File: src/hw/usb_stream_params.svh
`ifndef USB_STREAM_PARAMS_SVH
`define USB_STREAM_PARAMS_SVH

// ==================================================
// Data path widths
// ==================================================
`define PIXEL_W 16              // Camera word, RGB565
`define BYTE_W 8                // ULPI and transmit byte

// ==================================================
// Buffering and packet framing
// ==================================================
`define FIFO_DEPTH_BYTES 1024   // Power of two, >= 2 packets
`define PKT_LEN 512             // High-speed bulk max packet
`define CNT_W 11                // Holds 0 .. FIFO_DEPTH_BYTES

// ==================================================
// Misc constants
// ==================================================
`define HEARTBEAT_HALF_PERIOD 30000000  // Half second at 60 MHz
`define TX_ISO_PID 4'b0011      // DATA0

`endif

File: src/hw/usb_stream_pkg.sv
`default_nettype none

`include "usb_stream_params.svh"

package usb_stream_pkg;

  // ==================================================
  // Payload types
  // ==================================================
  typedef logic [`PIXEL_W-1:0] pixel_t;     // One camera pixel
  typedef logic [`BYTE_W-1:0] byte_t;       // One ULPI or transmit byte

  // Fill level of the byte FIFO
  typedef logic [`CNT_W-1:0] fifo_count_t;  // Bytes waiting

  // ==================================================
  // Packet FSM
  // ==================================================
  typedef enum logic {
    STREAM_IDLE = 1'b0,                     // Waiting for a full packet
    STREAM_SEND = 1'b1                      // Packet in progress
  } stream_state_t;

endpackage

`default_nettype wire

File: src/hw/status_indicator.sv
`timescale 1ns/1ns
`default_nettype none

`include "usb_stream_params.svh"

module status_indicator
  import usb_stream_pkg::*;
#(
  parameter int unsigned HALF_PERIOD = `HEARTBEAT_HALF_PERIOD  // Cycles per level
) (
  input  wire        ulpi_clk,        // Single clock domain
  input  wire        I_rst_n,         // Async, active low
  input  wire        usb_online_i,    // Link configured
  input  wire        usb_reset_i,     // Bus reset seen
  input  wire        usb_suspend_i,   // Link suspended
  output logic [3:0] led_o,           // Board LEDs, active low
  output logic       heartbeat_o      // Square wave to PMOD
);

  localparam logic [31:0] LAST_CNT = 32'(HALF_PERIOD - 1);

  logic [31:0] cnt_q;                 // Cycle counter
  logic        beat_q;                // Heartbeat level

  // ==================================================
  // Heartbeat divider
  // ==================================================
  always_ff @(posedge ulpi_clk or negedge I_rst_n) begin
    if (!I_rst_n) begin
      cnt_q <= '0;
      beat_q <= 1'b0;                 // Starts low
    end else if (cnt_q >= LAST_CNT) begin
      cnt_q <= '0;
      beat_q <= ~beat_q;              // Toggle each half period
    end else begin
      cnt_q <= cnt_q + 32'd1;
    end
  end

  assign heartbeat_o = beat_q;

  // ==================================================
  // LEDs
  // ==================================================
  // LED lit when the condition is true
  assign led_o[0] = ~usb_online_i;    // Connected
  assign led_o[1] = ~usb_reset_i;     // Bus reset
  assign led_o[2] = ~usb_suspend_i;   // Suspended
  assign led_o[3] = I_rst_n;          // Dark while in reset

endmodule

`default_nettype wire

File: config.mk
export PLATFORM = sky130hd
export DESIGN_NAME = status_indicator
export DESIGN_NICKNAME = d
export VERILOG_FILES = /design/src/hw/usb_stream_pkg.sv /design/src/hw/status_indicator.sv
export VERILOG_INCLUDE_DIRS = /design/src /design/src/hw
export SDC_FILE = /design/constraint.sdc
export NUM_CORES = 1
export LEC_CHECK = 0
export BUFFER_PORTS_ARGS = -buffer_cell sky130_fd_sc_hd__buf_2
export CORE_UTILIZATION = 48
export DETAILED_ROUTE_END_ITERATION = 16
export HOLD_SLACK_MARGIN = 0.05
export PLACE_DENSITY_LB_ADDON = 0.2
export SLEW_MARGIN = 0
export SYNTH_ARGS = -nofsm -noshare
export SYNTH_HDL_FRONTEND = slang
export SYNTH_SLANG_ARGS = --single-unit
File: constraint.sdc
create_clock -name ulpi_clk -period 2.3 [get_ports ulpi_clk]
set_input_delay 0.115 -clock ulpi_clk [delete_from_list [all_inputs] [get_ports ulpi_clk]]
set_output_delay 0.115 -clock ulpi_clk [all_outputs]
set_load 0.02 [all_outputs]
== Yosys cells after proc, flatten, opt, wreduce, memory -nomap -nowiden ==
Cells that the tools add are included.
Word-level totals
  register bits after elaboration: 33
  input bits: 5
  output and inout bits: 5
  word-level logic and storage cells: 9
Operators by class
  $add $sub $neg: 1
  magnitude comparators: 1
  mux-type cells: 1
  bitwise operators: 4
Operators with widths (count)
  32-bit by 1-bit adder with 32-bit output (second input constant): 1
  32-bit by 25-bit greater-or-equal comparator with 1-bit output (second input constant): 1
  32-bit two-way mux: 1
  1-bit inverter: 4

== Longest topological paths before layout ==
Gate-level depths: netlist (run 1).
  depth in word-level cells: 2
  depth in mapped cells: 8
  gate-level depth less buffers: 6

== Least setup slack after synthesis (run 1) ==
OpenSTA, ideal clock, no wires.
  kind: reg2reg
  start: register cnt_q[27]
  end: register cnt_q[14]
  library setup time: 0.071 ns
  arrival: 1.608 ns
  data required time: 2.229 ns
  slack: 0.620 ns
  cell stages (with the launch flop): 8
  path buffers: 2
  clock period less this slack: 1.680 ns
  cell sequence: dfrtp_1 > or4_1 > nor4_2 > o21ai_1 > a41o_1 > buf_6 > buf_6 > nor2_1
Between the ends
  word-level cells in the longest chain between the ends: 2
Ends and longest elaborated chain
  from (decl): line status_indicator.sv:22  | logic [31:0] cnt_q;
  from (signal assigned): line status_indicator.sv:36  | cnt_q <= cnt_q + 32'd1;
  32-bit by 25-bit greater-or-equal comparator with 1-bit output: line status_indicator.sv:32  | end else if (cnt_q >= LAST_CNT) begin
  32-bit two-way mux: line status_indicator.sv:32
No other way between the ends.
A chain may end at the register's enable or synchronous reset.

== Final worst setup path (run 1) ==
  start: register cnt_q[3]
  end: register cnt_q[20]
Between the ends
  word-level cells in the longest chain between the ends: 2
  elaborated cells on any way between the ends: 3
  classes of those cells: 1 x add/sub; 1 x order compare; 1 x mux
Ends and longest elaborated chain (line)
  32-bit by 1-bit adder with 32-bit output or 32-bit by 25-bit greater-or-equal comparator with 1-bit output (tied branches): status_indicator.sv:36, status_indicator.sv:32
  32-bit two-way mux (*): status_indicator.sv:32
Mark *: on every way between the ends. The rest lies on a longest branch, timed or not.

==> impl_metrics.yaml, run 1 <==
status:
  status: "finished, violations left"
  violations: "design-rule violations"
synthesis:
  syn_area_per_cell_um2: 10.5
  synthCells: 143
  synth.distinct_cells: 30
  synth_area_leaders: "dfrtp_1 (55%), xor2_1 (8.7%), nor2_1 (7.5%)"
  synthArstFlopShare: 1.00
  synth_seq_cells: 33
  synth_top_area_frac: 0.549
  synth-warning-count: 0
  yosys-top-cells-count: "dfrtp_1 (33), nor2_1 (30), xor2_1 (15)"
  ys.flop_type: "dfrtp_1"
  netlist_area_um2: 1510
  yosysSeqAreaShare: 0.549
  synth-edff-count: 0
  yosysMostFrequentCell: "dfrtp_1"
  yosys.area.top_type: "dfrtp_1"
sta:
  slew_violations: 0
  relSlewSlack: 0.651
  min_period_over_period: 0.842
  setup_tns_ns: 0
  period_needed_ns: 1.94
  worstMarginPinSlew_ns: 0.520
  fmax_mhz: 517
  setup_viol: 0
  clock_skew_ns: 0.00659
  hold_violations: 0
  rsz0062_at_grt: "false"
cells_and_area:
  area_delta_synth_final_pct: 12.1
  seq_area_um2: 826
  multi_input_area_um2: 638
  nFillCells: 246
  fin_nets: 171
  drive_gt1_frac: 0.145
  diodes: 0
cts:
  numClockSinks: 33
  cts-htree-levels: 2
  clock_path_buffers: 2
  cts_made_buffers: 5
  cts_tree: "done"
  path_clk_slew_ns: 0.10
  cts-root-buf: "clkbuf_4"
  post_cts_resized: 0
  clk_latency_ns: 0.32
power:
  power_mw: 1.08
  pwr-share-clk: 0.407
  combPwrFrac: 0.039
  p_int_mw: 0.864
  leakagePower_nw: 0.725
  vdd.ir_drop.worst_mv: 0.412
  seqPwrFrac: 0.554
  power_density_nw_per_um2: 638
  swShare: 0.198
  power_switching_mw: 0.213
place:
  hpwl_mm: 1.77
  io_buffers: 9
  gp_congestion: 0.838
worst_setup_path:
  path_class: "flop to flop"
  cp_max_fo: 11
  required_ns: 2.52
  cp.arrival_ns: 2.16
  endpoint_kind: "flop"
  cp-start-kind: "flop"
  r2r_cells: 6
floorplanning:
  coreArea_um2: 2850
  die_w_um: 58
  die_h_um: 58
  rows: 19
  fp.dieArea_um2: 3360
  initial_core_util: 0.528
  pin_count: 10
detailed_routing:
  initialDrtViolationCount: 20
  drtAntennaViolNets: 0
  wl_per_cell_um: 12.0
  drc: 1
  wl_mm: 2.36
  vias_per_cell: 5.19
  vias: 1023
  dr.pass1.iters: 11
job:
  max_cap_viol_count: 0
grt:
  grt_pass1_wl_mm: 4.23
  grt_max_degree: 19
  grt_overflow_total: 0
  grt_pass1_vias: 989
  antenna_found_initial: 0
  grt_use_total: 0.171
min_path:
  hold_path_class: "input pin to asynchronous set/reset pin"
power groups by stage:
stage / logic, mW / registers (mW) / clock network, mW
after detailed placement: 0.0422 / 0.608 / 0
final: 0.0423 / 0.596 / 0.438
after global routing: 0.0469 / 0.598 / 0.466
after CTS: 0.0437 / 0.596 / 0.445
after floorplan: 0.0129 / 0.613 / 0
after global placement: 0.0428 / 0.608 / 0
area by class of cell:
cell class / count / area share
clock buffers: 7 / 0.0326
clock inverters: 1 / 0.0178
inverters: 6 / 0.0133
multi-input cells: 106 / 0.378
flip-flops and latches: 33 / 0.489
well taps: 31 / 0.0230
repair buffers: 13 / 0.0460
registers in the layout, summed over array words and instances (netlist names):
signal,count
cnt_q,32
heartbeat_o,1
metal layers:
metal,share of wire,vias up,wire length [um],global-route usage
li1,-,511,-,-
met2,0.50,16,1190,0.271
met5,0,-,0,0
met4,0.017,0,41,0.0782
met1,0.44,491,1040,0.214
met3,0.037,5,87,0.0558
stage by stage:
stage | instance area, um2 | hold WS (ns) | setup WS, ns | utilization | instances
4_1_cts | 1690 | 0.254 | 0.340 | 0.592 | 197
3_3_place_gp | 1590 | 0.0656 | 0.402 | 0.558 | 188
3_5_place_dp | 1590 | 0.0652 | 0.361 | 0.558 | 188
5_1_grt | 1690 | 0.265 | 0.200 | 0.592 | 197
2_1_floorplan | 1530 | -0.181 | 0.620 | - | 149
6_report | 1690 | 0.235 | 0.364 | 0.592 | 197
timing repair:
action | 4_1_cts | 5_1_grt
hold buffers | 1 | 0
hold endpoints to repair | 16 | 0
buffers inserted | 0 | 0
logic make-up after synthesis:
kind of cell	Yosys count	synth area share
other cells	1	0.00249
fa+ha+maj	1	0.00831
flops	33	0.549
xor+xnor	22	0.128
simple gates	69	0.239
compound gates	7	0.0308
buf+inv	10	0.0424
final timing paths:
path,slack (ns),start,endpoint
max,0.36,cnt_q[3]$_DFF_PN0_,cnt_q[20]$_DFF_PN0_
min,0.23,I_rst_n,cnt_q[6]$_DFF_PN0_
max reg2reg,0.36,cnt_q[3]$_DFF_PN0_,cnt_q[20]$_DFF_PN0_
min reg2reg,0.47,heartbeat_o$_DFFE_PN0P_,heartbeat_o$_DFFE_PN0P_
max in group asynchronous,1.51,I_rst_n,cnt_q[7]$_DFF_PN0_
min in group ulpi_clk,0.47,usb_online_i,led_o[0]
critical path, stage by stage, from the launching register on:
cell and delay, ns:
dfrtp_1 0.44, nand4_2 0.22, or3_1 0.39, o211ai_1 0.10, a41o_1 0.37, buf_4 0.24
nor2_1 0.07
layout by cell type (no fill, tap or decap), drive strengths merged, types with 2 or more instances in the layout:
master,Yosys,routed
conb,1,7
clkbuf,0,7
dfrtp,33,33
nand3,11,11
nor2,30,30
inv,6,6
nor3,3,3
xnor2,7,7
o21ai,2,2
nand4,5,5
nor4,4,4
xor2,15,15
and4,2,2
and3,3,3
or3,2,2
buf,4,12
nand2,7,7
Note: power is estimated with default switching activity, not from simulation.
==> run 2: changes to the inputs <==
--- a/config.mk
+++ b/config.mk
@@ -6,6 +6,7 @@
 export SDC_FILE = /design/constraint.sdc
 export NUM_CORES = 1
 export LEC_CHECK = 0
+export ABC_AREA = 1
 export BUFFER_PORTS_ARGS = -buffer_cell sky130_fd_sc_hd__buf_2
 export CORE_UTILIZATION = 48
 export DETAILED_ROUTE_END_ITERATION = 16
==> constraint.sdc (replaced) <==
create_clock -name ulpi_clk -period 1.6 [get_ports ulpi_clk]
set_input_delay 0.08 -clock ulpi_clk [delete_from_list [all_inputs] [get_ports ulpi_clk]]
set_output_delay 0.08 -clock ulpi_clk [all_outputs]
set_load 0.02 [all_outputs]
==> impl_metrics.yaml, run 2 <==
detailed_routing:
  vias: 1323
  drc: 0
  vias_per_cell: 4.73
  drtAntennaViolNets: 0
  wl_per_cell_um: 11.9
  dr.pass1.iters: 4
  wl_mm: 3.33
  initialDrtViolationCount: 59
cells_and_area:
  diodes: 0
  fin_cells: 280
  largest_register_ffs: 32
  fin_nets: 239
  area_delta_synth_final_pct: 14.8
  nFillCells: 327
  regMostFlops: "cnt_q"
  drive_gt1_frac: 0.171
  final_cell_mix: "nor2_1 (57), nand2_1 (42), dfrtp_1 (33), inv_1 (17), xor2_1 (11)"
  utilization: 0.583
  final_common_cell: "nor2_1"
worst_setup_path:
  required_ns: 1.83
  cp.arrival_ns: 1.72
  crit-reg2reg-capture: "cnt_q[12]$_DFF_PN0_"
  cp_max_fo: 4
  path_class: "flop to flop"
  r2r_cells: 8
  endpoint_kind: "flop"
  rr_startpoint: "cnt_q[0]$_DFF_PN0_"
  r2r_setup_slack_ns: 0.11
  cp-start-kind: "flop"
synthesis:
  yosysSeqAreaShare: 0.484
  yosysMostFrequentCell: "nor2_1"
  ys.flop_type: "dfrtp_1"
  synthArstFlopShare: 1.00
  yosys.area.top_type: "dfrtp_1"
  netlist_area_um2: 1710
  synth-edff-count: 0
  synth-warning-count: 0
  synth_seq_cells: 33
  synthCells: 209
  synth.distinct_cells: 27
  yosys-top-cells-count: "nor2_1 (58), nand2_1 (42), dfrtp_1 (33)"
  syn_area_per_cell_um2: 8.17
  synth_area_leaders: "dfrtp_1 (48%), nor2_1 (13%), nand2_1 (9.2%)"
  synth_top_area_frac: 0.484
grt:
  grt_pass1_vias: 1222
  grt_use_total: 0.210
  grt_max_degree: 19
  grt_pass1_wl_mm: 5.58
  antenna_found_initial: 0
  grt_overflow_total: 0
place:
  gp_congestion: 0.879
  hpwl_mm: 2.46
  dp.cells: 270
  io_buffers: 9
  pre_cts_ws_ns: 0.0377
power:
  pwr-share-clk: 0.367
  p_int_mw: 1.12
  vdd.ir_drop.worst_mv: 0.590
  power_switching_mw: 0.327
  power_density_nw_per_um2: 738
  leakagePower_nw: 0.792
  seqPwrFrac: 0.590
  combPwrFrac: 0.043
  swShare: 0.226
min_path:
  hold_path_class: "input pin to asynchronous set/reset pin"
cts:
  cts_tree: "done"
  clk_latency_ns: 0.33
  clock_path_buffers: 2
  cts_made_buffers: 5
  cts-htree-levels: 2
  cts-root-buf: "clkbuf_4"
  path_clk_slew_ns: 0.10
  numClockSinks: 33
sta:
  slew_violations: 0
  timing.hold.ws_ns: 0.192
  hold_violations: 0
  clock_skew_ns: 0.00356
  min_period_over_period: 0.933
  setup_viol: 0
  setup_ws_ns: 0.107
  fmax_mhz: 670
  period_needed_ns: 1.49
job:
  max_cap_viol_count: 0
floorplanning:
  die_w_um: 61.7
  pin_count: 10
  rows: 21
  die_h_um: 61.7
  initial_core_util: 0.508
  coreArea_um2: 3360
  fp.dieArea_um2: 3800
status:
  status: "completed"
## run 2: area by class of cell
| cell class | count | area [um2] | share of cell area |
|---|---|---|---|
| repair buffers | 14 | 96.3 | 0.0491 |
| multi-input cells | 162 | 847 | 0.432 |
| well taps | 46 | 57.6 | 0.0294 |
| flip-flops and latches | 33 | 826 | 0.421 |
| inverters | 17 | 63.8 | 0.0325 |
| clock inverters | 1 | 5.00 | 0.00255 |
| clock buffers | 7 | 65.1 | 0.0332 |
## run 2: cell families (layout without fill, tap and decap cells)
kind of cell,Yosys count,after routing,share of synthesized area
other,1,7,0.00220
and+or+nand+nor,132,132,0.349
DFF,33,33,0.484
adders and majority gates,1,1,0.00732
buffers and inverters,20,39,0.0527
AOI/OAI and AO/OA,7,7,0.0278
xor gates and xnor gates,15,15,0.0769
## run 2: power groups by stage
stage	registers [mW]	logic (mW)	clock network, mW
final	0.854	0.0622	0.532
after global routing	0.855	0.0723	0.585
after CTS	0.853	0.0636	0.555
after detailed placement	0.870	0.0616	0
after global placement	0.870	0.0603	0
after floorplan	0.876	0.0218	0
## run 2: metal layers
| metal | vias to the layer above | GRT usage | routed length (um) |
|---|---|---|---|
| li1 | 684 | - | - |
| met1 | 585 | 0.305 | 1660 |
| met2 | 44 | 0.292 | 1440 |
| met3 | 10 | 0.0567 | 167 |
| met4 | 0 | 0.0952 | 72 |
| met5 | - | 0 | 0 |
## run 2: critical path: stages, from the launching register on
cell and delay, ns:
dfrtp_1 0.43, ha_4 0.17, nand2_4 0.06, nor2_4 0.13, nand2_2 0.10, nor2_4 0.18, buf_4 0.13, xnor2_1 0.11
nor2_1 0.07
## run 2: worst max-delay path by stage
stage,start,endpoint,slack (ns),depth (start not counted)
floorplan,cnt_q[0]$_DFF_PN0_,cnt_q[20]$_DFF_PN0_,0.21,8
global placement,cnt_q[0]$_DFF_PN0_,cnt_q[18]$_DFF_PN0_,0.08,8
detailed placement,cnt_q[0]$_DFF_PN0_,cnt_q[2]$_DFF_PN0_,0.04,8
CTS,cnt_q[0]$_DFF_PN0_,cnt_q[2]$_DFF_PN0_,0.03,8
global route,cnt_q[0]$_DFF_PN0_,heartbeat_o$_DFFE_PN0P_,-0.009,10
finish,cnt_q[0]$_DFF_PN0_,cnt_q[12]$_DFF_PN0_,0.11,8
## run 2: what timing repair did
item                                    in CTS  in global routing
endpoints found under the setup margin       0                 26
resized for setup                            0                  9
endpoints found under the hold margin       16                  0
buffers inserted                             0                  1
hold buffers                                 1                  0
## run 2: stage by stage
step / area (um2) / power (mW) / TNS, ns
final: 1960 / 1.45 / 0
after floorplan: 1730 / 0.898 / 0
after CTS: 1910 / 1.47 / 0
after global placement: 1830 / 0.930 / 0
after detailed placement: 1830 / 0.932 / 0
after global routing: 1960 / 1.51 / -0.00900
