$ cat config.mk
export PLATFORM = sky130hd
export DESIGN_NAME = packet_streamer
export DESIGN_NICKNAME = d
export VERILOG_FILES = /design/src/hw/usb_stream_pkg.sv /design/src/hw/packet_streamer.sv
export VERILOG_INCLUDE_DIRS = /design/src /design/src/hw
export SDC_FILE = /design/constraint.sdc
export NUM_CORES = 1
export LEC_CHECK = 0
export ABC_CLOCK_PERIOD_IN_PS = 2350
export BUFFER_PORTS_ARGS = -buffer_cell sky130_fd_sc_hd__buf_2
export CAP_MARGIN = 20
export CORE_AREA = 3 3 40 42
export CTS_BUF_LIST = sky130_fd_sc_hd__clkbuf_16
export DETAILED_ROUTE_END_ITERATION = 12
export DIE_AREA = 0 0 43 45
export GPL_TIMING_DRIVEN = 0
export HOLD_SLACK_MARGIN = 0.05
export PLACE_DENSITY = 0.65
export SKIP_LAST_GASP = 1
export SYNTH_ARGS = -nofsm -noshare
export SYNTH_HDL_FRONTEND = slang
export SYNTH_SLANG_ARGS = --single-unit
export TNS_END_PERCENT = 30
$ cat constraint.sdc
create_clock -name ulpi_clk -period 2.35 [get_ports ulpi_clk]
set_clock_uncertainty 0.05 [all_clocks]
set_input_delay 0.47 -clock ulpi_clk [delete_from_list [all_inputs] [get_ports ulpi_clk]]
set_output_delay 0.47 -clock ulpi_clk [all_outputs]
set_load 0.01 [all_outputs]
$ cat src/hw/usb_stream_params.svh
`ifndef USB_STREAM_PARAMS_SVH
`define USB_STREAM_PARAMS_SVH

// ==================================================
// Data path widths
// ==================================================
`define PIXEL_W 16              // Camera word, RGB565
`define BYTE_W 8                // ULPI and transmit byte

// ==================================================
// Buffering and packet framing
// ==================================================
`define FIFO_DEPTH_BYTES 1024   // Power of two, >= 2 packets
`define PKT_LEN 512             // High-speed bulk max packet
`define CNT_W 11                // Holds 0 .. FIFO_DEPTH_BYTES

// ==================================================
// Misc constants
// ==================================================
`define HEARTBEAT_HALF_PERIOD 30000000  // Half second at 60 MHz
`define TX_ISO_PID 4'b0011      // DATA0

`endif

$ cat src/hw/usb_stream_pkg.sv
`default_nettype none

`include "usb_stream_params.svh"

package usb_stream_pkg;

  // ==================================================
  // Payload types
  // ==================================================
  typedef logic [`PIXEL_W-1:0] pixel_t;     // One camera pixel
  typedef logic [`BYTE_W-1:0] byte_t;       // One ULPI or transmit byte

  // Fill level of the byte FIFO
  typedef logic [`CNT_W-1:0] fifo_count_t;  // Bytes waiting

  // ==================================================
  // Packet FSM
  // ==================================================
  typedef enum logic {
    STREAM_IDLE = 1'b0,                     // Waiting for a full packet
    STREAM_SEND = 1'b1                      // Packet in progress
  } stream_state_t;

endpackage

`default_nettype wire

$ cat src/hw/packet_streamer.sv
`timescale 1ns/1ns
`default_nettype none

`include "usb_stream_params.svh"

module packet_streamer
  import usb_stream_pkg::*;
(
  input  wire         ulpi_clk,       // Single clock domain
  input  wire         I_rst_n,        // Async, active low
  input  wire fifo_count_t count_i,   // FIFO fill in bytes
  input  wire         usb_online_i,   // Link configured
  input  wire         usb_suspend_i,  // Link suspended
  input  wire         tx_pop_i,       // Controller takes a byte
  output logic        tx_valid_o,     // Packet offered
  output logic        tx_cork_o,      // Not enough data yet
  output logic        fifo_rd_en_o    // Advance FIFO head
);

  // ==================================================
  // Constants
  // ==================================================
  localparam int POP_W = $clog2(`PKT_LEN);
  localparam fifo_count_t PKT_LEN_C = fifo_count_t'(`PKT_LEN);
  localparam logic [POP_W-1:0] LAST_POP = POP_W'(`PKT_LEN - 1);

  stream_state_t    state_q;          // Packet FSM
  logic [POP_W-1:0] pop_cnt_q;        // Bytes sent in this packet
  logic             pkt_ready;        // Full packet buffered
  logic             pop_ok;           // Pop that counts

  assign pkt_ready = count_i >= PKT_LEN_C;

  // ==================================================
  // Offer and cork
  // ==================================================
  // Once started, a packet runs to the end regardless of link flags
  always_comb begin
    case (state_q)
      STREAM_SEND: begin
        tx_valid_o = 1'b1;            // Hold offer through packet
        tx_cork_o = 1'b0;
      end
      default: begin
        tx_valid_o = pkt_ready && usb_online_i && !usb_suspend_i;
        tx_cork_o = !pkt_ready;       // Corked below one packet
      end
    endcase
  end

  // Pops outside an offer are ignored
  assign pop_ok = tx_pop_i && tx_valid_o;
  assign fifo_rd_en_o = pop_ok;

  // ==================================================
  // FSM and pop counter
  // ==================================================
  always_ff @(posedge ulpi_clk or negedge I_rst_n) begin
    if (!I_rst_n) begin
      state_q <= STREAM_IDLE;
      pop_cnt_q <= '0;
    end else if (pop_ok) begin
      pop_cnt_q <= pop_cnt_q + POP_W'(1);   // Wraps to 0 after last byte
      if (pop_cnt_q == LAST_POP) begin
        state_q <= STREAM_IDLE;             // Packet done, same edge
      end else begin
        state_q <= STREAM_SEND;             // First or middle byte
      end
    end
  end

  // ==================================================
  // Checks
  // ==================================================
  // Offer rule guarantees a full packet is buffered before any pop
  a_no_pop_empty: assert property (
    @(posedge ulpi_clk) disable iff (!I_rst_n)
    fifo_rd_en_o |-> (count_i != '0)
  ) else $error("Pop passed to empty FIFO");

endmodule

`default_nettype wire

**After elaboration in Yosys (flattened, before gate mapping)**

Cells that the tools add are included.

- Add/sub/neg operators: 1
- Multipliers: 0
- Div/mod/pow operators: 0
- Magnitude comparators: 1
- Equality and inequality tests: 1
- Shifts and indexed selects: 0
- Muxes and demuxes: 3
- Bitwise gates (word level): 0
- Reductions and logical operators: 5

Operators with widths:

| cell | count |
|---|---|
| $ge 11x10->1 const B | 1 |
| $add 9x1->9 const B | 1 |
| $eq 9x9->1 const B | 1 |
| $logic_and 1x1->1 | 3 |
| $mux 1 | 3 |
| $logic_not 1->1 | 2 |

- Bits in registers: 10
- Bits in latches: 0
- RAM bits: 0
- Memory bits (read-only): 0
- Output and inout port bits: 3
- Memories: 0

**Logic depth before layout (Yosys ltp)**

Gate-level depths: netlist of the first run.

- Word-level depth: 5
- Mapped depth: 5
- Mapped depth without buffers: 5

**Worst setup path after synthesis of the first run**

OpenSTA, ideal clock, no wires.

- Path kind: in2out
- Start: input count_i[10]
- End: output fifo_rd_en_o
- Arrival: 1.195 ns
- Path slack: 0.635 ns
- Stages: 5
- Cell sequence: or2_1 a31o_1 buf_6 nand2_8 inv_1

- Longest elaborated chain between the ends: 5

Ends and longest elaborated chain:

| element | RTL line | RTL |
|---|---|---|
| start: declaration | packet_streamer.sv:11 | `input wire fifo_count_t count_i,` |
| $ge 11x10->1 | packet_streamer.sv:32 | `assign pkt_ready = count_i >= PKT_LEN_C;` |
| $logic_and 1x1->1 (2 in a row) | packet_streamer.sv:45 | `tx_valid_o = pkt_ready && usb_online_i && !usb_suspend_i;` |
| $mux 1 | packet_streamer.sv:39 | `case (state_q)` |
| named net tx_valid_o | packet_streamer.sv:15 | `output logic tx_valid_o,` |
| $logic_and 1x1->1 | packet_streamer.sv:52 | `assign pop_ok = tx_pop_i && tx_valid_o;` |
| end: declaration | packet_streamer.sv:17 | `output logic fifo_rd_en_o` |

The timed path passes the listed nets, and every way through them passes these cells.

**Final worst setup path of the first run**

- Start: input count_i[10]
- End: output fifo_rd_en_o

- Longest elaborated chain between the ends: 5

Ends and longest elaborated chain:

| element | RTL line |
|---|---|
| $ge 11x10->1 | packet_streamer.sv:32 |
| $logic_and 1x1->1 (2 in a row) | packet_streamer.sv:45 |
| $mux 1 | packet_streamer.sv:39 |
| $logic_and 1x1->1 | packet_streamer.sv:52 |

Every way passes these cells.

==> results.sh, run 1 <==
export IMPL_grt_pass1_wl_microns=1650
export IMPL_hold_viol_final=0
export IMPL_design_die_area_sq_um=1940
export IMPL_final_setup_viol_count=0
export IMPL_end_kind="output port"
export IMPL_grt_pass1_vias=374
export IMPL_p_total_uw=703
export IMPL_grt_overflow_total=0
export IMPL_crit_path_max_incr_delay_ns=0.23
export IMPL_path_clk_slew_ns=0.04
export IMPL_firstDrtPassIters=2
export IMPL_required_ns=1.83
export IMPL_hold_slack_ns=0.424
export IMPL_hold_buffers=1
export IMPL_pwr_share_seq_pct=38.9
export IMPL_p_sw_uw=177
export IMPL_synth_xor_xnor_area_share_pct=11.8
export IMPL_synthMuxAreaShare_pct=5.78
export IMPL_finalWorstPathRequiredPeriod_ns=1.92
export IMPL_syn_inst=43
export IMPL_grt_max_degree=11
export IMPL_wl_per_cell_microns=13.0
export IMPL_r2r_end="pop_cnt_q[8]"
export IMPL_cts_max_path_buffers=2
export IMPL_clkSinkCount=10
export IMPL_tns_ns=0
export IMPL_startpoint_type="primary input"
export IMPL_yosys_most_used_dff="dfrtp_1"
export IMPL_tightest_slew_ns=0.227
export IMPL_netlist_area_sq_um=519
export IMPL_hold_class="reg -> reg"
export IMPL_cts_resized=0
export IMPL_cts_setup_buffers=0
export IMPL_synth_edff_count=0
export IMPL_design_area_sq_um=663
export IMPL_hpwl_microns=639
export IMPL_die_h_microns=45
export IMPL_layout_commonest_cell="dfrtp_1"
export IMPL_final_nets=75
export IMPL_p_leak_uw=0.000332
export IMPL_boundaryPins=19
export IMPL_cts_root_buf="clkbuf_16"
export IMPL_final_max_slew_viol_count=0
export IMPL_start_util_pct=40.4
export IMPL_hold_depth=1
export IMPL_power_density_nw_per_um2=1060
export IMPL_internal_power_uw=526
export IMPL_syn_nets=61
export IMPL_r2r_slack_ns=0.62
export IMPL_crit_top_cell="buf_2"
export IMPL_comb_power_share_pct=19.8
export IMPL_timing_critical_path_buf_inv=4
export IMPL_track_usage_pct=12.5
export IMPL_synth_compound_area_share_pct=2.65
export IMPL_area_growth_pct=27.7
export IMPL_ys_ff_latch=10
export IMPL_status="completed"
export IMPL_vias_per_cell=5.07
export IMPL_worstHoldStart="pop_cnt_q[7]"
export IMPL_synthDistinctLibCells=16
export IMPL_cts_buffers=3
export IMPL_fmax_mhz=520
export IMPL_num_rows=13
export IMPL_synthArstFlopShare_pct=100
export IMPL_drt_initial_drc_count=5
export IMPL_antenna_left=0
export IMPL_synth_avg_cell_area_sq_um=12.1
export IMPL_port_buffers=8
export IMPL_critPathKind="in -> out"
export IMPL_crit_chain="buf_2 -> or2_1 -> a31o_1 -> buf_6 -> nand2_8 -> inv_1 -> buf_2"
export IMPL_cp_slowest_cell="or2_1"
export IMPL_hold_end="pop_cnt_q[7]"
export IMPL_drive_gt1_share_pct=29.1
export IMPL_drc=0
export IMPL_arrival_ns=1.40
export IMPL_worstPathMaxFanout=8
export IMPL_n_fill_cell=125
export IMPL_final_cell_mix="10 x dfrtp_1, 8 x buf_2, 7 x xnor2_1, 5 x and3_1, 4 x nand3_1"
export IMPL_yosysWarnings=0
export IMPL_htree_levels=1
export IMPL_wl_microns=912
export IMPL_synth_simple_gate_area_share_pct=21.0
export IMPL_r2r_start="pop_cnt_q[0]"
export IMPL_clk_latency_ns=0.23
export IMPL_post_route_period_util_pct=81.9
export IMPL_swShare_pct=25.2
export IMPL_maxCapViolations=0
export IMPL_cts_tree="yes"
export IMPL_dpl_instance_area_sq_um=578
export IMPL_synthAdderAreaFrac_pct=4.82
export IMPL_gp_congestion=0.716
export IMPL_vias=355
export IMPL_synth_seq_area_share_pct=48.2
export IMPL_antenna_cells=0
export IMPL_synth_top_family_by_area="simple AND/OR/NAND/NOR gates"
export IMPL_layout_cells_non_filler=70
export IMPL_core_sq_um=1280
export IMPL_reg2reg_depth=5
export IMPL_slew_limit_headroom_pct=84.9
export IMPL_pwr_share_clk_pct=41.3
export IMPL_irDropWorstVdd_mv=0.505
export IMPL_antenna_found_initial=0
export IMPL_rsz0062_at_grt="no"
export IMPL_dp_cells=66
export IMPL_critical_path_top_delay_family="buffers and inverters"
export IMPL_die_w_microns=43
==> power groups by stage <==
stage	Sequential (uW)	Combinational, uW	Clock, uW
after detailed placement	273	139	0
final	273	139	290
after global placement	270	138	0
after floorplan	261	113	0
after global routing	283	160	303
after CTS	272	142	297
==> flip-flops by register name, summed over array words and instances (netlist names) <==
| signal | cells |
|---|---|
| pop_cnt_q | 9 |
| state_q | 1 |
==> worst reg2reg max path, stage by stage (launching register included) <==
cell	delay, ns
dfrtp_1	0.42
ha_1	0.23
and3_1	0.21
and3_1	0.18
ha_1	0.26
mux2_4	0.26
==> through the flow <==
step                      util (%)  setup WS (ns)
after floorplan                  -          0.635
after CTS                     51.6          0.416
after global routing          51.6          0.367
after detailed placement      45.0          0.419
after global placement        45.0          0.419
final                         51.6          0.426
==> cell type report <==
class / count / area, sq um / area share, %
Buffer: 2 / 22.5 / 3.40
Multi-Input combinational cell: 29 / 239 / 36.0
Inverter: 2 / 7.51 / 1.13
Timing Repair Buffer: 9 / 50.0 / 7.55
Clock buffer: 3 / 75.1 / 11.3
Tap cell: 15 / 18.8 / 2.83
Sequential cell: 10 / 250 / 37.7
==> synth_stat cells (2+ instances only) <==
cell type / number / area, sq um
and3_1: 5 / 31.3
buf_6: 2 / 22.5
dfrtp_1: 10 / 250
ha_1: 2 / 25.0
inv_1: 2 / 7.51
mux2_4: 2 / 30.0
nand3_1: 4 / 20.0
nand4_1: 2 / 12.5
xnor2_1: 7 / 61.3
==> worst max-delay path by stage <==
stage                           start           end  slack [ns]  cells past startpoint
after floorplan           count_i[10]  fifo_rd_en_o        0.64                      5
after global placement    count_i[10]  fifo_rd_en_o        0.42                      7
after global routing      count_i[10]  fifo_rd_en_o        0.37                      7
after CTS                 count_i[10]  fifo_rd_en_o        0.42                      7
after detailed placement  count_i[10]  fifo_rd_en_o        0.42                      7
final                     count_i[10]  fifo_rd_en_o        0.43                      7
==> cell families (layout without fill, tap and decap cells) <==
logic type,after synthesis,count (layout)
compound gates,2,2
xor+xnor,7,7
fa+ha+maj,2,2
buf+inv,4,16
flops,10,10
mux,2,2
simple gates,16,16
==> routing by layer <==
layer  share of wire (%)  up-vias  global-route usage, %
met5                   0        -                      0
met4                 2.1        0                   9.04
met3                 5.4        2                   3.59
met2                  45       10                   18.3
met1                  47      167                   15.8
li1                    -      176                      -
No activity file was read; power rests on OpenSTA's default activity.
==> run 2, diff against run 1 <==
--- a/config.mk
+++ b/config.mk
@@ -6,7 +6,7 @@
 export SDC_FILE = /design/constraint.sdc
 export NUM_CORES = 1
 export LEC_CHECK = 0
-export ABC_CLOCK_PERIOD_IN_PS = 2350
+export ABC_CLOCK_PERIOD_IN_PS = 1700
 export BUFFER_PORTS_ARGS = -buffer_cell sky130_fd_sc_hd__buf_2
 export CAP_MARGIN = 20
 export CORE_AREA = 3 3 40 42
@@ -15,7 +15,7 @@
 export DIE_AREA = 0 0 43 45
 export GPL_TIMING_DRIVEN = 0
 export HOLD_SLACK_MARGIN = 0.05
-export PLACE_DENSITY = 0.65
+export PLACE_DENSITY = 0.68
 export SKIP_LAST_GASP = 1
 export SYNTH_ARGS = -nofsm -noshare
 export SYNTH_HDL_FRONTEND = slang
==> constraint.sdc (replaced) <==
create_clock -name ulpi_clk -period 1.7 [get_ports ulpi_clk]
set_clock_uncertainty 0.05 [all_clocks]
set_input_delay 0.34 -clock ulpi_clk [delete_from_list [all_inputs] [get_ports ulpi_clk]]
set_output_delay 0.34 -clock ulpi_clk [all_outputs]
set_load 0.01 [all_outputs]
==> run 2 against run 1 <==
  * Clock power grew 45%
  * Combinational power rose by 75%
  * Sequential power increased by 34%
  * Largest power group unchanged
  * Cell count is 4.3% higher
  * Hold slack worse by 0.073 ns
  * Critical path type is now reg -> reg
  * Critical path depth shrank 2
  * Worst setup slack got worse by 0.40 ns
  * First-iteration DRC count down 20%
  * Register-to-register slack got worse by 0.59 ns
==> results.sh, run 2 (same netlist as run 1, synthesis figures left out) <==
export IMPL_status="completed"
export IMPL_final_max_slew_viol_count=0
export IMPL_slew_limit_headroom_pct=84.9
export IMPL_r2r_end="pop_cnt_q[8]"
export IMPL_antenna_found_initial=0
export IMPL_design_die_area_sq_um=1940
export IMPL_core_sq_um=1280
export IMPL_grt_pass1_vias=374
export IMPL_largest_reg_flops=9
export IMPL_track_usage_pct=12.3
export IMPL_hpwl_microns=650
export IMPL_p_total_uw=1030
export IMPL_cts_buffers=3
export IMPL_final_setup_viol_count=0
export IMPL_pwr_share_seq_pct=35.6
export IMPL_start_util_pct=40.4
export IMPL_clk_latency_ns=0.24
export IMPL_largest_registers="pop_cnt_q: 9 flops, state_q: 1 flops"
export IMPL_rsz0062_at_grt="yes"
export IMPL_antenna_cells=0
export IMPL_fin_util_pct=53.1
export IMPL_firstDrtPassIters=4
export IMPL_antenna_left=0
export IMPL_die_w_microns=43
export IMPL_vias=378
export IMPL_pwr_share_clk_pct=40.8
export IMPL_irDropWorstVdd_mv=0.638
export IMPL_cp_startpoint="pop_cnt_q[1]"
export IMPL_boundaryPins=19
export IMPL_finalWorstPathRequiredPeriod_ns=1.67
export IMPL_internal_power_uw=761
export IMPL_htree_levels=1
export IMPL_area_growth_pct=31.3
export IMPL_cts_root_buf="clkbuf_16"
export IMPL_tightest_slew_ns=0.226
export IMPL_hold_depth=3
export IMPL_drt_initial_drc_count=4
export IMPL_startpoint_type="register"
export IMPL_power_density_nw_per_um2=1510
export IMPL_post_route_period_util_pct=98.3
export IMPL_cts_resized=0
export IMPL_drc=0
export IMPL_fmax_mhz=598
export IMPL_top_register="pop_cnt_q"
export IMPL_num_rows=13
export IMPL_wl_microns=924
export IMPL_path_clk_slew_ns=0.04
export IMPL_vias_per_cell=5.18
export IMPL_maxCapViolations=0
export IMPL_p_sw_uw=267
export IMPL_grt_pass1_wl_microns=1570
export IMPL_grt_overflow_total=0
export IMPL_hold_end="pop_cnt_q[0]"
export IMPL_final_cell_mix="10 x dfrtp_1, 8 x buf_2, 7 x xnor2_1, 5 x and3_1, 4 x nand3_1"
export IMPL_worstPathMaxFanout=3
export IMPL_die_h_microns=45
export IMPL_swShare_pct=26.0
export IMPL_r2r_slack_ns=0.03
export IMPL_tns_ns=0
export IMPL_critPathKind="reg -> reg"
export IMPL_cts_tree="yes"
export IMPL_hold_class="in -> reg"
export IMPL_comb_power_share_pct=23.6
export IMPL_final_nets=77
export IMPL_gp_congestion=0.703
export IMPL_r2r_start="pop_cnt_q[1]"
export IMPL_grt_max_degree=11
export IMPL_end_kind="register"
export IMPL_reg2reg_depth=5
export IMPL_drive_gt1_share_pct=31.0
export IMPL_clkSinkCount=10
export IMPL_worstHoldStart="tx_pop_i"
export IMPL_wl_per_cell_microns=12.7
export IMPL_port_buffers=8
export IMPL_p_leak_uw=0.000343
export IMPL_layout_commonest_cell="dfrtp_1"
export IMPL_hold_viol_final=0
export IMPL_cts_max_path_buffers=2
export IMPL_arrival_ns=1.74
export IMPL_required_ns=1.77
==> run 2: power groups by stage <==
stage	clock network [uW]	logic [uW]	registers (uW)
after global placement	0	190	372
after floorplan	0	157	361
after detailed placement	0	196	378
final	420	243	365
after CTS	432	226	367
after global routing	440	274	375
==> run 2: final cells by class <==
type | count | area, sq um
Inverter | 2 | 7.51
Multi-Input combinational cell | 29 | 239
Sequential cell | 10 | 250
Timing Repair Buffer | 11 | 65.1
Clock buffer | 3 | 75.1
Clock inverter | 1 | 3.75
Fill cell | 116 | 603
Buffer | 2 | 22.5
Tap cell | 15 | 18.8
==> run 2: worst max path at each step <==
stage                        end  slack, ns  cells past startpoint
global placement    pop_cnt_q[8]       0.01                      5
floorplan           pop_cnt_q[8]       0.08                      5
finish              pop_cnt_q[8]       0.03                      5
CTS                 fifo_rd_en_o       0.02                      7
global route        pop_cnt_q[8]      -0.01                      5
detailed placement  pop_cnt_q[8]      -0.01                      5
==> run 2: per-layer routing <==
layer	track usage, %	wire (microns)	vias to the layer above
met3	4.78	78	4
met1	12.9	417	181
li1	-	-	179
met4	14.5	55	0
met2	17.4	373	14
met5	0	0	-
==> run 2: timing repair <==
item                                   in CTS  in global routing
hold buffers                                1                  0
setup buffers                               1                  1
pin swaps                                   0                  1
endpoints found under the hold margin      10                  0
setup endpoints to repair                   1                  2
==> run 2: critical path, stage by stage (launching register included) <==
cell and delay (ns):
dfrtp_1 0.39, ha_1 0.20, and3_1 0.21, and3_1 0.18
ha_1 0.26, mux2_4 0.27
==> run 2: through the flow <==
step | cells | worst slack (ns) | hold WS [ns] | instance area (sq um)
finish | 73 | 0.0282 | 0.351 | 682
global route | 73 | -0.0116 | 0.363 | 682
CTS | 72 | 0.0173 | 0.346 | 674
detailed placement | 66 | -0.0133 | 0.168 | 578
global placement | 66 | 0.0134 | 0.160 | 578
floorplan | 43 | 0.0778 | -0.00559 | 519
==> run 3, diff against run 2 <==
==> constraint.sdc (replaced) <==
create_clock -name ulpi_clk -period 1.7 [get_ports ulpi_clk]
set_clock_uncertainty 0.05 [all_clocks]
set_input_delay 0.34 -clock ulpi_clk [delete_from_list [all_inputs] [get_ports ulpi_clk]]
set_output_delay 0.34 -clock ulpi_clk [all_outputs]
set_load 0.05 [all_outputs]
==> run 3 against run 2 <==
  * Sequential power is essentially flat
  * Maximum frequency rose by 1.2%
  * Power up 4.7%
  * Worst setup slack better by 0.021 ns
  * Critical path depth rose by 2
  * Global-route usage grew 0.084 points
  * Non-clock buffer count increased by 2
  * Die area unchanged
  * First-iteration DRC count unchanged
==> results.sh, run 3 (same netlist as run 1, synthesis figures left out) <==
export IMPL_status="completed"
export IMPL_die_h_microns=45
export IMPL_track_usage_pct=12.4
export IMPL_drive_gt1_share_pct=35.0
export IMPL_htree_levels=1
export IMPL_grt_max_degree=11
export IMPL_gp_congestion=0.703
export IMPL_crit_top_cell="buf_6"
export IMPL_reg2reg_depth=5
export IMPL_arrival_ns=1.26
export IMPL_irDropWorstVdd_mv=0.634
export IMPL_cp_slowest_cell="or2_1"
export IMPL_hold_class="in -> reg"
export IMPL_hold_depth=3
export IMPL_p_total_uw=1080
export IMPL_start_util_pct=40.4
export IMPL_tightest_slew_ns=0.248
export IMPL_wl_microns=932
export IMPL_top_register="pop_cnt_q"
export IMPL_cts_root_buf="clkbuf_16"
export IMPL_firstDrtPassIters=2
export IMPL_path_clk_slew_ns=0.04
export IMPL_num_rows=13
export IMPL_pwr_share_seq_pct=34.1
export IMPL_layout_commonest_cell="dfrtp_1"
export IMPL_r2r_slack_ns=0.06
export IMPL_worstPathMaxFanout=5
export IMPL_slew_limit_headroom_pct=83.6
export IMPL_pwr_share_clk_pct=39.1
export IMPL_p_sw_uw=298
export IMPL_design_die_area_sq_um=1940
export IMPL_dp_cells=66
export IMPL_cp_depth=7
export IMPL_port_buffers=8
export IMPL_hold_viol_final=0
export IMPL_timing_critical_path_buf_inv=4
export IMPL_vias=373
export IMPL_swShare_pct=27.7
export IMPL_crit_chain="buf_2 -> or2_1 -> a31o_1 -> buf_6 -> nand2_8 -> inv_1 -> buf_6"
export IMPL_largest_reg_flops=9
export IMPL_end_kind="output port"
export IMPL_drt_initial_drc_count=4
export IMPL_comb_power_share_pct=26.8
export IMPL_required_ns=1.31
export IMPL_wl_per_cell_microns=12.4
export IMPL_final_nets=79
export IMPL_cts_max_path_buffers=2
export IMPL_clkSinkCount=10
export IMPL_hold_slack_ns=0.350
export IMPL_crit_path_max_incr_delay_ns=0.23
export IMPL_largest_registers="pop_cnt_q: 9 flops, state_q: 1 flops"
export IMPL_maxCapViolations=0
export IMPL_critical_path_top_delay_family="buffers and inverters"
export IMPL_post_route_period_util_pct=97.1
export IMPL_power_density_nw_per_um2=1520
export IMPL_area_growth_pct=36.4
export IMPL_antenna_found_initial=0
export IMPL_critPathKind="in -> out"
export IMPL_vias_per_cell=4.97
export IMPL_startpoint_type="primary input"
export IMPL_cts_tree="yes"
export IMPL_antenna_left=0
export IMPL_layout_cells_non_filler=75
export IMPL_hpwl_microns=650
export IMPL_boundaryPins=19
export IMPL_die_w_microns=43
export IMPL_final_max_slew_viol_count=0
export IMPL_tns_ns=0
export IMPL_finalWorstPathRequiredPeriod_ns=1.65
export IMPL_fmax_mhz=606
export IMPL_grt_overflow_total=0
export IMPL_drc=0
export IMPL_rsz0062_at_grt="yes"
export IMPL_internal_power_uw=778
export IMPL_cts_buffers=3
export IMPL_grt_pass1_wl_microns=1570
export IMPL_grt_pass1_vias=376
export IMPL_final_setup_viol_count=0
export IMPL_final_cell_mix="10 x dfrtp_1, 7 x xnor2_1, 7 x buf_2"
export IMPL_p_leak_uw=0.000352
export IMPL_clk_latency_ns=0.24
export IMPL_core_sq_um=1280
export IMPL_antenna_cells=0
-- run 3: power by group through the flow --
stage / Clock, uW / Combinational [uW] / Sequential, uW
detailed placement: 0 / 221 / 378
CTS: 432 / 255 / 367
finish: 421 / 289 / 367
global route: 440 / 320 / 378
floorplan: 0 / 182 / 361
global placement: 0 / 215 / 372
-- run 3: tightest hold or removal path: stages --
cell and delay (ns):
buf_6 0.12, nand2_8 0.07, xnor2_1 0.06
-- run 3: metal layers --
layer	part of all wire, %	GRT usage, %	vias to the layer above
met1	44	13.2	177
met2	42	17.4	10
met3	7.7	4.78	4
met4	5.9	14.5	0
met5	0	0	-
li1	-	-	182
-- run 3: final cells by class --
class                   count  area (sq um)
fillers                   113           577
flip-flops and latches     10           250
multi-input cells          29           244
repair buffers             13          86.3
clock buffers               3          75.1
plain buffers               2          22.5
well taps                  15          18.8
inverters                   2          7.51
clock inverters             1          3.75
-- run 3: path summary, 6_finish.rpt --
| check | startpoint | to |
|---|---|---|
| worst max register to register | pop_cnt_q[1] | pop_cnt_q[8] |
| worst min register to register | pop_cnt_q[7] | pop_cnt_q[7] |
| min in group asynchronous | I_rst_n | pop_cnt_q[6] |
| worst min-delay path | tx_pop_i | pop_cnt_q[0] |
| worst max-delay path | count_i[9] | fifo_rd_en_o |
| max in group asynchronous | I_rst_n | state_q |
-- run 3: what timing repair did --
item                                    CTS  global route
hold buffers                              1             0
resized for setup                         2             1
endpoints found under the hold margin    10             0
endpoints found under the setup margin    2             2
pin swaps                                 0             2
buffers inserted                          1             3
-- run 3: metrics by stage --
stage               cell area, sq um  util [%]  setup WS [ns]
floorplan                        519         -         0.0695
global placement                 578      45.0        -0.0409
detailed placement               578      45.0        -0.0522
CTS                              681      53.0        -0.0114
global route                     708      55.1        -0.0118
finish                           708      55.1         0.0487
